**src/logic/wb_pkg.sv**
```systemverilog
////////////////////////////////////////////////////////////
// Shared widths, register indexes and enums for the integer
// writeback stage. Modules refer to these by scoped names in
// their port lists and import the package inside the body.
////////////////////////////////////////////////////////////

package wb_pkg;

	// Scalar register value and PC
	localparam int data_width = 32;
	typedef logic [data_width-1:0] scalar_t;

	// Data cache line geometry
	localparam int line_bytes = 16;
	localparam int line_bits = line_bytes * 8;
	localparam int line_offset_width = $clog2(line_bytes);

	// Hardware threads per core
	localparam int threads_per_core = 4;
	typedef logic [$clog2(threads_per_core)-1:0] thread_idx_t;

	// Integer register file index
	typedef logic [4:0] register_idx_t;

	// Writing this register redirects the thread
	localparam register_idx_t reg_pc = 5'd31;

	// Entry point of the fault handler
	localparam scalar_t fault_vector_pc = 32'd4;

	// Scalar load widths, x variants sign-extend
	typedef enum logic [2:0]
	{
		mem_b,
		mem_bx,
		mem_s,
		mem_sx,
		mem_l
	} mem_op_t;

	// Pipeline that issued the rollback
	typedef enum logic
	{
		pipe_scycle_arith,
		pipe_mem
	} pipeline_sel_t;

	// Cause reported with a fault
	typedef enum logic [1:0]
	{
		fr_none,
		fr_illegal_instruction,
		fr_invalid_access
	} fault_reason_t;

endpackage

```
**src/logic/load_aligner.sv**
```systemverilog
////////////////////////////////////////////////////////////
// Load result formatting for the writeback stage. Merges
// pending store-buffer bytes into the cache line and returns
// the addressed byte, halfword or word, extended to 32 bits.
////////////////////////////////////////////////////////////

`timescale 1ns/1ps

module load_aligner(
	input logic [wb_pkg::line_bits-1:0] dd_load_data,
	input logic [wb_pkg::line_bytes-1:0] sq_bypass_mask,
	input logic [wb_pkg::line_bits-1:0] sq_bypass_data,
	input logic [wb_pkg::line_offset_width-1:0] dd_offset,
	input wb_pkg::mem_op_t dd_mem_op,
	output wb_pkg::scalar_t load_value);

	import wb_pkg::*;

	logic [line_bits-1:0] merged_line;
	logic [line_offset_width-3:0] word_idx;
	scalar_t lane;
	logic [7:0] byte_value;
	logic [15:0] half_value;
	scalar_t word_value;

	// Store-buffer bytes not yet in the cache take precedence
	genvar byte_lane;
	generate
		for (byte_lane = 0; byte_lane < line_bytes; byte_lane++)
		begin : bypass_gen
			assign merged_line[byte_lane*8 +: 8] = sq_bypass_mask[byte_lane]
				? sq_bypass_data[byte_lane*8 +: 8] : dd_load_data[byte_lane*8 +: 8];
		end
	endgenerate

	// Memory word 0 sits in the top bus word, so invert the word index
	assign word_idx = ~dd_offset[line_offset_width-1:2];
	assign lane = merged_line[word_idx*32 +: 32];

	// Lowest address byte of the lane is in its top bits
	always_comb
	begin
		case (dd_offset[1:0])
			2'b00: byte_value = lane[31:24];
			2'b01: byte_value = lane[23:16];
			2'b10: byte_value = lane[15:8];
			default: byte_value = lane[7:0];
		endcase
	end

	// Halfword is little-endian, second byte goes high
	assign half_value = dd_offset[1] ? {lane[7:0], lane[15:8]} : {lane[23:16], lane[31:24]};

	// Full byte reversal for a word load
	assign word_value = {lane[7:0], lane[15:8], lane[23:16], lane[31:24]};

	// Width select and extension
	always_comb
	begin
		case (dd_mem_op)
			mem_b: load_value = {{(data_width-8){1'b0}}, byte_value};
			mem_bx: load_value = {{(data_width-8){byte_value[7]}}, byte_value};
			mem_s: load_value = {{(data_width-16){1'b0}}, half_value};
			mem_sx: load_value = {{(data_width-16){half_value[15]}}, half_value};
			mem_l: load_value = word_value;
			// Unused encodings behave as a word load
			default: load_value = word_value;
		endcase
	end

endmodule

```
**src/logic/rollback_arbiter.sv**
```systemverilog
////////////////////////////////////////////////////////////
// Picks the one rollback of the cycle by fixed priority and
// reports faults. Also builds the thread suspend mask for
// cache misses and a full store buffer. Purely combinational.
////////////////////////////////////////////////////////////

`timescale 1ns/1ps

module rollback_arbiter(
	input logic sx_valid,
	input logic sx_illegal,
	input logic sx_has_dest,
	input wb_pkg::register_idx_t sx_dest_reg,
	input wb_pkg::scalar_t sx_pc,
	input wb_pkg::scalar_t sx_result,
	input wb_pkg::thread_idx_t sx_thread_idx,
	input logic sx_rollback_en,
	input wb_pkg::scalar_t sx_rollback_pc,
	input logic dd_valid,
	input logic dd_is_load,
	input logic dd_has_dest,
	input wb_pkg::register_idx_t dd_dest_reg,
	input wb_pkg::scalar_t dd_pc,
	input wb_pkg::thread_idx_t dd_thread_idx,
	input logic dd_rollback_en,
	input wb_pkg::scalar_t dd_rollback_pc,
	input logic dd_access_fault,
	input logic dd_suspend_thread,
	input logic sq_full_rollback_en,
	input wb_pkg::scalar_t load_value,
	output logic wb_rollback_en,
	output wb_pkg::thread_idx_t wb_rollback_thread_idx,
	output wb_pkg::scalar_t wb_rollback_pc,
	output wb_pkg::pipeline_sel_t wb_rollback_pipeline,
	output logic wb_fault,
	output wb_pkg::fault_reason_t wb_fault_reason,
	output wb_pkg::scalar_t wb_fault_address,
	output logic [wb_pkg::threads_per_core-1:0] wb_suspend_thread_oh);

	import wb_pkg::*;

	logic sx_writes_pc;
	logic dd_loads_pc;
	logic [threads_per_core-1:0] thread_oh;

	// PC destination on either pipeline acts as a jump
	assign sx_writes_pc = sx_has_dest && sx_dest_reg == reg_pc;

	// A missed load has no data yet, so the miss rollback wins
	assign dd_loads_pc = dd_is_load && dd_has_dest && dd_dest_reg == reg_pc && !dd_rollback_en;

	always_comb
	begin
		wb_rollback_en = 1'b0;
		wb_rollback_thread_idx = '0;
		wb_rollback_pc = '0;
		wb_rollback_pipeline = pipe_scycle_arith;
		wb_fault = 1'b0;
		wb_fault_reason = fr_none;
		wb_fault_address = '0;

		if (sx_valid && sx_illegal)
		begin
			// Illegal instruction trap
			wb_rollback_en = 1'b1;
			wb_rollback_thread_idx = sx_thread_idx;
			wb_rollback_pc = fault_vector_pc;
			wb_rollback_pipeline = pipe_scycle_arith;
			wb_fault = 1'b1;
			wb_fault_reason = fr_illegal_instruction;
			wb_fault_address = sx_pc;
		end
		else if (dd_valid && dd_access_fault)
		begin
			// Bad data access trap
			wb_rollback_en = 1'b1;
			wb_rollback_thread_idx = dd_thread_idx;
			wb_rollback_pc = fault_vector_pc;
			wb_rollback_pipeline = pipe_mem;
			wb_fault = 1'b1;
			wb_fault_reason = fr_invalid_access;
			wb_fault_address = dd_pc;
		end
		else if (sx_valid && sx_writes_pc)
		begin
			// Arithmetic result is the new PC
			wb_rollback_en = 1'b1;
			wb_rollback_thread_idx = sx_thread_idx;
			wb_rollback_pc = sx_result;
			wb_rollback_pipeline = pipe_scycle_arith;
		end
		else if (dd_valid && dd_loads_pc)
		begin
			// Loaded value is the new PC
			wb_rollback_en = 1'b1;
			wb_rollback_thread_idx = dd_thread_idx;
			wb_rollback_pc = load_value;
			wb_rollback_pipeline = pipe_mem;
		end
		else if (sx_valid)
		begin
			// Taken branch
			wb_rollback_en = sx_rollback_en;
			wb_rollback_thread_idx = sx_thread_idx;
			wb_rollback_pc = sx_rollback_pc;
			wb_rollback_pipeline = pipe_scycle_arith;
		end
		else if (dd_valid)
		begin
			// Cache miss or store buffer full, replay the instruction
			wb_rollback_en = dd_rollback_en || sq_full_rollback_en;
			wb_rollback_thread_idx = dd_thread_idx;
			wb_rollback_pc = dd_rollback_pc;
			wb_rollback_pipeline = pipe_mem;
		end
	end

	// Thread waits for the fill or for store buffer space
	assign thread_oh = threads_per_core'(1) << dd_thread_idx;
	assign wb_suspend_thread_oh = (dd_suspend_thread || sq_full_rollback_en) ? thread_oh : '0;

endmodule

```
**src/logic/writeback_register.sv**
```systemverilog
////////////////////////////////////////////////////////////
// Register-file write port of the writeback stage. Takes the
// result of whichever pipeline retires this cycle and presents
// the write one clock later.
////////////////////////////////////////////////////////////

`timescale 1ns/1ps

module writeback_register(
	input logic clk,
	input logic reset,
	input logic sx_valid,
	input logic sx_has_dest,
	input logic sx_is_call,
	input wb_pkg::register_idx_t sx_dest_reg,
	input wb_pkg::scalar_t sx_result,
	input wb_pkg::thread_idx_t sx_thread_idx,
	input logic dd_valid,
	input logic dd_is_load,
	input logic dd_has_dest,
	input wb_pkg::register_idx_t dd_dest_reg,
	input wb_pkg::thread_idx_t dd_thread_idx,
	input wb_pkg::scalar_t load_value,
	input logic wb_rollback_en,
	output logic wb_writeback_en,
	output wb_pkg::thread_idx_t wb_writeback_thread_idx,
	output wb_pkg::register_idx_t wb_writeback_reg,
	output wb_pkg::scalar_t wb_writeback_value);

	logic sx_write;
	logic dd_write;

	// Call writes the link register even though it also rolls back
	assign sx_write = sx_is_call || (sx_has_dest && !wb_rollback_en);

	// Stores and missed or faulted loads leave the register file alone
	assign dd_write = dd_is_load && dd_has_dest && !wb_rollback_en;

	always_ff @(posedge clk or posedge reset)
	begin
		if (reset)
		begin
			wb_writeback_en <= 1'b0;
			wb_writeback_thread_idx <= '0;
			wb_writeback_reg <= '0;
			wb_writeback_value <= '0;
		end
		else
		begin
			if (sx_valid)
			begin
				// Single-cycle arithmetic result
				wb_writeback_en <= sx_write;
				wb_writeback_thread_idx <= sx_thread_idx;
				wb_writeback_reg <= sx_dest_reg;
				wb_writeback_value <= sx_result;
			end
			else if (dd_valid)
			begin
				// Aligned load data
				wb_writeback_en <= dd_write;
				wb_writeback_thread_idx <= dd_thread_idx;
				wb_writeback_reg <= dd_dest_reg;
				wb_writeback_value <= load_value;
			end
			else
			begin
				// Nothing retires, payload holds
				wb_writeback_en <= 1'b0;
			end
		end
	end

endmodule

```
**src/logic/writeback_stage.sv**
```systemverilog
////////////////////////////////////////////////////////////
// Integer writeback stage of the in-order core. Rollback,
// fault and suspend outputs are combinational with the input
// strobe; the register-file write follows one clock later.
////////////////////////////////////////////////////////////

`timescale 1ns/1ps

module writeback_stage(
	input logic clk,
	input logic reset,

	// Single-cycle arithmetic pipeline
	input logic sx_valid,
	input wb_pkg::scalar_t sx_pc,
	input wb_pkg::thread_idx_t sx_thread_idx,
	input wb_pkg::scalar_t sx_result,
	input logic sx_illegal,
	input logic sx_has_dest,
	input wb_pkg::register_idx_t sx_dest_reg,
	input logic sx_is_call,
	input logic sx_rollback_en,
	input wb_pkg::scalar_t sx_rollback_pc,

	// Data cache load pipeline
	input logic dd_valid,
	input wb_pkg::scalar_t dd_pc,
	input wb_pkg::thread_idx_t dd_thread_idx,
	input logic dd_is_load,
	input logic dd_has_dest,
	input wb_pkg::register_idx_t dd_dest_reg,
	input wb_pkg::mem_op_t dd_mem_op,
	input logic [wb_pkg::line_offset_width-1:0] dd_offset,
	input logic [wb_pkg::line_bits-1:0] dd_load_data,
	input logic dd_rollback_en,
	input wb_pkg::scalar_t dd_rollback_pc,
	input logic dd_suspend_thread,
	input logic dd_access_fault,

	// Store buffer
	input logic [wb_pkg::line_bytes-1:0] sq_bypass_mask,
	input logic [wb_pkg::line_bits-1:0] sq_bypass_data,
	input logic sq_full_rollback_en,

	// Rollback and fault, same cycle
	output logic wb_rollback_en,
	output wb_pkg::thread_idx_t wb_rollback_thread_idx,
	output wb_pkg::scalar_t wb_rollback_pc,
	output wb_pkg::pipeline_sel_t wb_rollback_pipeline,
	output logic wb_fault,
	output wb_pkg::fault_reason_t wb_fault_reason,
	output wb_pkg::scalar_t wb_fault_address,
	output logic [wb_pkg::threads_per_core-1:0] wb_suspend_thread_oh,

	// Register-file write, next cycle
	output logic wb_writeback_en,
	output wb_pkg::thread_idx_t wb_writeback_thread_idx,
	output wb_pkg::register_idx_t wb_writeback_reg,
	output wb_pkg::scalar_t wb_writeback_value);

	import wb_pkg::*;

	// Aligned load result, feeds both the PC load and the write
	scalar_t load_value;

	load_aligner i_load_aligner(
		.dd_load_data(dd_load_data),
		.sq_bypass_mask(sq_bypass_mask),
		.sq_bypass_data(sq_bypass_data),
		.dd_offset(dd_offset),
		.dd_mem_op(dd_mem_op),
		.load_value(load_value));

	rollback_arbiter i_rollback_arbiter(
		.sx_valid(sx_valid),
		.sx_illegal(sx_illegal),
		.sx_has_dest(sx_has_dest),
		.sx_dest_reg(sx_dest_reg),
		.sx_pc(sx_pc),
		.sx_result(sx_result),
		.sx_thread_idx(sx_thread_idx),
		.sx_rollback_en(sx_rollback_en),
		.sx_rollback_pc(sx_rollback_pc),
		.dd_valid(dd_valid),
		.dd_is_load(dd_is_load),
		.dd_has_dest(dd_has_dest),
		.dd_dest_reg(dd_dest_reg),
		.dd_pc(dd_pc),
		.dd_thread_idx(dd_thread_idx),
		.dd_rollback_en(dd_rollback_en),
		.dd_rollback_pc(dd_rollback_pc),
		.dd_access_fault(dd_access_fault),
		.dd_suspend_thread(dd_suspend_thread),
		.sq_full_rollback_en(sq_full_rollback_en),
		.load_value(load_value),
		.wb_rollback_en(wb_rollback_en),
		.wb_rollback_thread_idx(wb_rollback_thread_idx),
		.wb_rollback_pc(wb_rollback_pc),
		.wb_rollback_pipeline(wb_rollback_pipeline),
		.wb_fault(wb_fault),
		.wb_fault_reason(wb_fault_reason),
		.wb_fault_address(wb_fault_address),
		.wb_suspend_thread_oh(wb_suspend_thread_oh));

	// Rollback squashes the write of the retiring instruction
	writeback_register i_writeback_register(
		.clk(clk),
		.reset(reset),
		.sx_valid(sx_valid),
		.sx_has_dest(sx_has_dest),
		.sx_is_call(sx_is_call),
		.sx_dest_reg(sx_dest_reg),
		.sx_result(sx_result),
		.sx_thread_idx(sx_thread_idx),
		.dd_valid(dd_valid),
		.dd_is_load(dd_is_load),
		.dd_has_dest(dd_has_dest),
		.dd_dest_reg(dd_dest_reg),
		.dd_thread_idx(dd_thread_idx),
		.load_value(load_value),
		.wb_rollback_en(wb_rollback_en),
		.wb_writeback_en(wb_writeback_en),
		.wb_writeback_thread_idx(wb_writeback_thread_idx),
		.wb_writeback_reg(wb_writeback_reg),
		.wb_writeback_value(wb_writeback_value));

endmodule

```
**config.mk**
```make
export PLATFORM = sky130hd
export DESIGN_NAME = writeback_stage
export DESIGN_NICKNAME = d
export VERILOG_FILES = /design/src/logic/wb_pkg.sv /design/src/logic/load_aligner.sv /design/src/logic/rollback_arbiter.sv /design/src/logic/writeback_register.sv /design/src/logic/writeback_stage.sv
export SDC_FILE = /design/constraint.sdc
export NUM_CORES = 1
export LEC_CHECK = 0
export BUFFER_PORTS_ARGS = -buffer_cell sky130_fd_sc_hd__buf_4
export CAP_MARGIN = 20
export CORE_AREA = 2 2 225 227
export DETAILED_ROUTE_END_ITERATION = 16
export DIE_AREA = 0 0 227 229
export HOLD_SLACK_MARGIN = 0.12
export PLACE_DENSITY_LB_ADDON = 0.12
export SLEW_MARGIN = 25
export SYNTH_ARGS = -nofsm -noshare
export SYNTH_HDL_FRONTEND = slang
export SYNTH_SLANG_ARGS = --single-unit
```
**constraint.sdc**
```tcl
create_clock -name clk -period 2.86 [get_ports clk]
set_input_delay 0.143 -clock clk [delete_from_list [all_inputs] [get_ports clk]]
set_output_delay 0.143 -clock clk [all_outputs]
set_load 0.02 [all_outputs]
```
== Word level (Yosys, flattened, before mapping) ==
Cells that the tools add are included.
Storage, ports and cells
  flip-flop bits (word level): 40
  input port bits: 467
  output and inout port bits: 115
  word-level logic and storage cells: 90
Cells by class
  equality and inequality tests: 7
  shift operators: 2
  multiplexer cells: 58
  bitwise operators: 1
  reduce and logical (&&, ||, !) cells: 18
Operators by type and width (number)
  two-way mux 32 bit: 10
  two-way mux 8 bit: 16
  case mux 32 bit (4 select lines): 1
  variable part select 128 x 8 -> 32 bit: 1
  case mux 8 bit (3 select lines): 1
  two-way mux 2 bit: 10
  two-way mux 1 bit: 16
  two-way mux 16 bit: 1
  equality test 5 bit (second input constant): 2
  logical AND 1 bit: 10
  two-way mux 5 bit: 2
  equality test 3 x 2 -> 1 bit (second input constant): 2
  two-way mux 4 bit: 1
  left shift 1 x 2 -> 4 bit (first input constant): 1
  equality test 3 x 1 -> 1 bit (second input constant): 1
  logical NOT 3 bit: 1
  logical OR 1 bit: 3
  equality test 2 x 1 -> 1 bit (second input constant): 1
  equality test 2 bit (second input constant): 1
  logical NOT 1 bit: 2
  logical NOT 2 bit: 1
  inverter 2 bit: 1
  nonzero test 2 bit: 1

== Longest topological paths before layout ==
  depth after elaboration: 12
  depth in mapped cells: 8
  gate-level depth less buffers: 7

== Cells and area by module ==
A second synthesis with hierarchy kept.
Unflattened totals
  cells, all modules: 729
  area, all modules: 6149.6 um2
By module, submodules not included
  load_aligner: instances 1, cells each 357, area an instance 2830.2 um2, sequential area each 0.0 um2
  writeback_register: instances 1, cells each 176, area an instance 1911.8 um2, sequential area each 1001.0 um2
  rollback_arbiter: instances 1, cells each 196, area an instance 1407.6 um2, sequential area each 0.0 um2

== Least setup slack after synthesis ==
OpenSTA, ideal clock, no wires.
  path kind: input-to-output
  from: input port dd_valid
  to: output port wb_rollback_pc[7]
  arrival time: 2095 ps
  required time: 2717 ps
  setup slack: 622 ps
  stages: 7
  buffers on the path: 3
  path through: clkbuf_1 > nand2_1 > nor4_1 > clkbuf_1 > buf_2 > o22ai_1 > a211oi_1
Between the ends
  word-level cells in the longest chain between the ends: 6
  elaborated cells between the ends (all ways): 8
  classes of those cells: mux (6); reduce/logical (2)
Ends and longest elaborated chain
  start: declaration: RTL line writeback_stage.sv:26  | input logic dd_valid,
  two-way mux 32 bit: RTL line rollback_arbiter.sv:108  | else if (dd_valid)
  two-way mux 32 bit: RTL line rollback_arbiter.sv:100  | else if (sx_valid)
  two-way mux 32 bit: RTL line rollback_arbiter.sv:92  | else if (dd_valid && dd_loads_pc)
  two-way mux 32 bit: RTL line rollback_arbiter.sv:84  | else if (sx_valid && sx_writes_pc)
  two-way mux 32 bit (*): RTL line rollback_arbiter.sv:73  | else if (dd_valid && dd_access_fault)
  two-way mux 32 bit (*): RTL line rollback_arbiter.sv:62  | if (sx_valid && sx_illegal)
  end: declaration: RTL line writeback_stage.sv:48  | output wb_pkg::scalar_t wb_rollback_pc,
Mark *: on every way between the ends. The rest lies on a longest branch, timed or not.

== Worst setup path after layout ==
  from: input port sq_bypass_mask[11] (netlist name)
  to: output port wb_rollback_pc[7]
Between the ends
  word-level cells in the longest chain between the ends: 8
  elaborated cells between the ends (all ways): 9
  classes of those cells: shift (1); mux (8)
Ends and longest elaborated chain
  start: declaration: RTL line writeback_stage.sv:41  | input logic [wb_pkg::line_bytes-1:0] sq_bypass_mask,
  two-way mux 8 bit (*): RTL line load_aligner.sv:32  | ? sq_bypass_data[byte_lane*8 +: 8] : dd_load_data[byte_lane*8 +: 8];
  variable part select 128 x 8 -> 32 bit (*): RTL line load_aligner.sv:38  | assign lane = merged_line[word_idx*32 +: 32];
  case mux 8 bit (3 select lines) or two-way mux 16 bit (tied branches): RTL line load_aligner.sv:43, load_aligner.sv:52
  case mux 32 bit (4 select lines) (*): RTL line load_aligner.sv:60  | case (dd_mem_op)
  two-way mux 32 bit (*): RTL line rollback_arbiter.sv:92
  two-way mux 32 bit (*): RTL line rollback_arbiter.sv:84
  two-way mux 32 bit (*): RTL line rollback_arbiter.sv:73
  two-way mux 32 bit (*): RTL line rollback_arbiter.sv:62
Marks and branches as above.

==> summary.txt <==
Cells and area
  • Number of flip-flops in the largest register: 32
  • Number of fill cells in the layout: 5638
  • Area occupied by registers: around 0.001 mm²
  • Final standard cell count with taps included and fillers excluded: 2002
  • Layout cell share with drive strength beyond 1: 0.527
  • Area used by multi-input combinational logic: about 0.0048 mm²
  • Area overhead of the layout relative to synthesis: 95.0%
  • Net total in the final layout: 1793

Die
  • Core Box Area: 0.0497 mm²
  • Area of the die: 0.0520 mm²
  • Starting density of the core: 0.124
  • Vertical die dimension: 229 µm
  • I/O pin count: 582
  • Chip width: 227 µm
  • Total number of placement rows: 82

CTS
  • Max clock buf depth: 2
  • Clock tree from TritonCTS: yes
  • Total number of H-tree levels: 2
  • Clock insertion delay at the later pin of the skew report: 0.31 ns
  • Clk root buf: clkbuf_16
  • Cts bufs inserted: 5
  • Clock Sink Count: 40
  • Clock edge transition at the registers on the reported setup and hold paths: 0.08 ns

Yosys
  • Synthesized cell area: 0.00617 mm²
  • Instance count of the mapped netlist: 729
  • Post-synthesis net count: roughly 1.2k
  • Largest family of logic cells by synthesized area: multiplexers
  • Main flop type after synthesis: dfrtp_1
  • Compound-gate portion of the synthesized area: 0.324
  • Library cell with the largest summed area after synthesis: mux2i_1
  • Xor-xnor portion of the synthesized cell area: 0
  • Cell with the most instances after synthesis: mux2i_1
  • Total of warnings raised by yosys: 0
  • Async set-or-reset flop fraction in the synthesized netlist: 1.00
  • Cells taking the most area after synthesis: mux2i_1 20%, dfrtp_1 16%, mux4_2 9.9%
  • Leading post-synthesis cells by instance count: 124 x mux2i_1, 62 x o21ai_0, 59 x nand2_1, 50 x a21oi_1, 49 x a22oi_1
  • Seq cells post-synth: 40
  • Syn Area/Cell: 8.47 µm²
  • Post-synthesis sequential area ratio: 0.162
  • Number of flops mapped to enable cells by yosys: 0
  • Multiplexer area fraction after synthesis: 0.327
  • Number of unique standard cell types used by synthesis: 57
  • Area share of the largest cell type after synthesis: 0.201
  • Share of synthesized cell area in full adder, half adder and majority cells: 0
  • Post-synthesis simple-gate area fraction: 0.116

Detailed routing
  • DRT Pass-1 Iters: 5
  • Post-route DRC: 0
  • Detailed-route via count: 8744
  • First DRT Iteration DRCs: 358
  • Routed Antenna Nets: 0
  • Routed length per instance: between 20 and 25 µm
  • Avg Vias per Cell: 4.37
  • Final wirelength: 49400 µm

Job
  • Max capacitance violation total: 0

Global route
  • Maximum number of pins on one net before global-route repair: between 40 and 50
  • Overflow left after global routing: 0
  • Vias in the first global route: around 9.3k
  • Antenna violations before repair: 8
  • Global-route wire length before repair: approximately 67000 µm
  • GRT Overall Usage: 0.181

Power and ir drop
  • Reg power frac: 0.192
  • Worst vdd rail ir drop: 0.000245 V
  • Part of the power in the clock network: 0.209
  • Cell Int Power: 2070 µW
  • Switching part of the total: 0.397
  • Combinational power share: 0.599
  • PwrDens: 285 mW/mm²
  • Pleak: roughly 0.0057 µW
  • Switching power summed over all nets: 1360 µW

Timing
  • Sum of negative setup slack: 0 ns
  • Total setup violations reported at the end of the flow: 0
  • Final Max Tran Viols: 0
  • Final worst clock skew: 0 ns
  • Transition at the pin with the smallest max-transition slack: 0.710 ns
  • Relative slew margins: 0.522
  • Final Hold Vio Count: 0
  • Maximum clock frequency: 369 MHz
  • RSZ-0062 raised after global routing: no
  • Fin crit share: 0.947
  • Final Critical Period: approximately 2.7 ns

Run status
  • Run status: completed

Setup path
  • Critical path arrival: 2.56 ns
  • Startpoint of the lowest-slack register-to-register path: i_writeback_register.wb_writeback_reg[3]
  • Number of cells on the worst reg-to-reg path: 3
  • WS Path Type: in -> out
  • Worst reg-to-reg setup slack: 1.61 ns
  • Start point of the critical path: sq_bypass_mask[11]
  • Sort of element at the end of the critical path: primary output
  • Data required time of the critical path: 2.72 ns
  • Capture point of the worst reg-to-reg path: i_writeback_register.wb_writeback_reg[3]
  • Critical Path Fanout Max: 12
  • Setup crit start kind: input port

Placement
  • HPWL after detailed placement: about 43000 µm
  • Placer's final routability congestion estimate: 0.868
  • Placed insts: around 1.9k
  • I/O Buffers: 581

Min path
  • Min-Delay Endpoint: i_writeback_register.wb_writeback_reg[4]
  • Startpoint of the most critical hold path: dd_dest_reg[4]
  • Worst min path class: in -> reg
  • Min-Delay Path Depth: 3
## layout by cell type (no fill, tap or decap), types with 5 or more instances in the layout
cell             n
a21oi_1         49
a221o_1          6
a221oi_1         9
a22o_1          36
a22oi_1         49
and2_1           5
buf_12           6
buf_4          618
clkbuf_16        5
dfrtp_1         40
dlygate4sd3_1   40
inv_1           22
mux2_2          13
mux2i_1        124
mux4_2          27
nand2_1         59
nand3_1          5
nor2_1          20
nor3_1          11
nor3b_1         17
o21ai_0         62
o21ai_2         10
o21bai_1         5
o221ai_1        20
o22ai_1          9
o31ai_1          6
## area by class of cell
| type | count | area share |
|---|---|---|
| clock inverter | 3 | 0.00385 |
| sequential | 40 | 0.0832 |
| clock buffer | 5 | 0.0104 |
| tap | 672 | 0.0699 |
| timing repair buffer | 664 | 0.429 |
| inverter | 24 | 0.00749 |
| antenna | 3 | 0.000624 |
| multi-input combinational | 591 | 0.396 |
## power by group through the flow
stage	clock network (µW)	registers (µW)	logic, µW
CTS	754	662	2080
global placement	0	671	2030
finish	717	660	2050
global route	763	668	2190
floorplan	0	741	801
detailed placement	0	673	2020
## kinds of logic (layout without fill, tap and decap cells)
logic type,after synthesis,after routing
compound gates,285,285
flops,40,40
other cells,0,3
buf+inv,98,696
simple gates,141,141
mux,165,165
## worst max-delay path: stages
cell      delay, ns
buf_4          0.18
mux2i_1        0.14
a22o_1         0.23
a221oi_1       0.56
mux4_2         0.56
a221oi_1       0.15
buf_4          0.16
a211oi_1       0.22
buf_4          0.20
## metal layers
metal | vias up | part of all wire | track usage
met2 | 439 | 0.54 | 0.354
met3 | 44 | 0.078 | 0.0466
li1 | 4056 | - | -
met4 | 8 | 0.023 | 0.0515
met5 | - | 0.0012 | 0
met1 | 4197 | 0.35 | 0.185
## worst max-delay path by stage
stage | to | slack (ns) | cells past startpoint
2_1_floorplan | wb_rollback_pc[7] | 0.62 | 7
3_3_place_gp | wb_rollback_pc[15] | 0.10 | 8
5_1_grt | wb_rollback_pc[7] | 0.04 | 9
3_5_place_dp | wb_rollback_pc[15] | 0.03 | 8
6_report | wb_rollback_pc[7] | 0.15 | 9
4_1_cts | wb_rollback_pc[15] | 0.02 | 8
## per-stage QoR
stage | hold WS [ns] | power, µW | worst slack [ns] | instance area (µm²) | utilization
floorplan | 0.264 | 1540 | 0.622 | 6170 | -
global placement | 0.195 | 2700 | 0.105 | 11400 | 0.230
detailed placement | 0.201 | 2700 | 0.0309 | 11400 | 0.230
CTS | 0.138 | 3490 | 0.0198 | 12000 | 0.241
global route | 0.148 | 3620 | 0.0417 | 12000 | 0.242
finish | 0.146 | 3430 | 0.152 | 12000 | 0.242
## timing repair
item / in CTS / in global routing
setup buffers: 0 / 4
endpoints found under the setup margin: 0 / 2
hold buffers: 40 / 0
endpoints found under the hold margin: 54 / 0
gates resized for setup: 0 / 1
(Power assumes the default switching activity.)
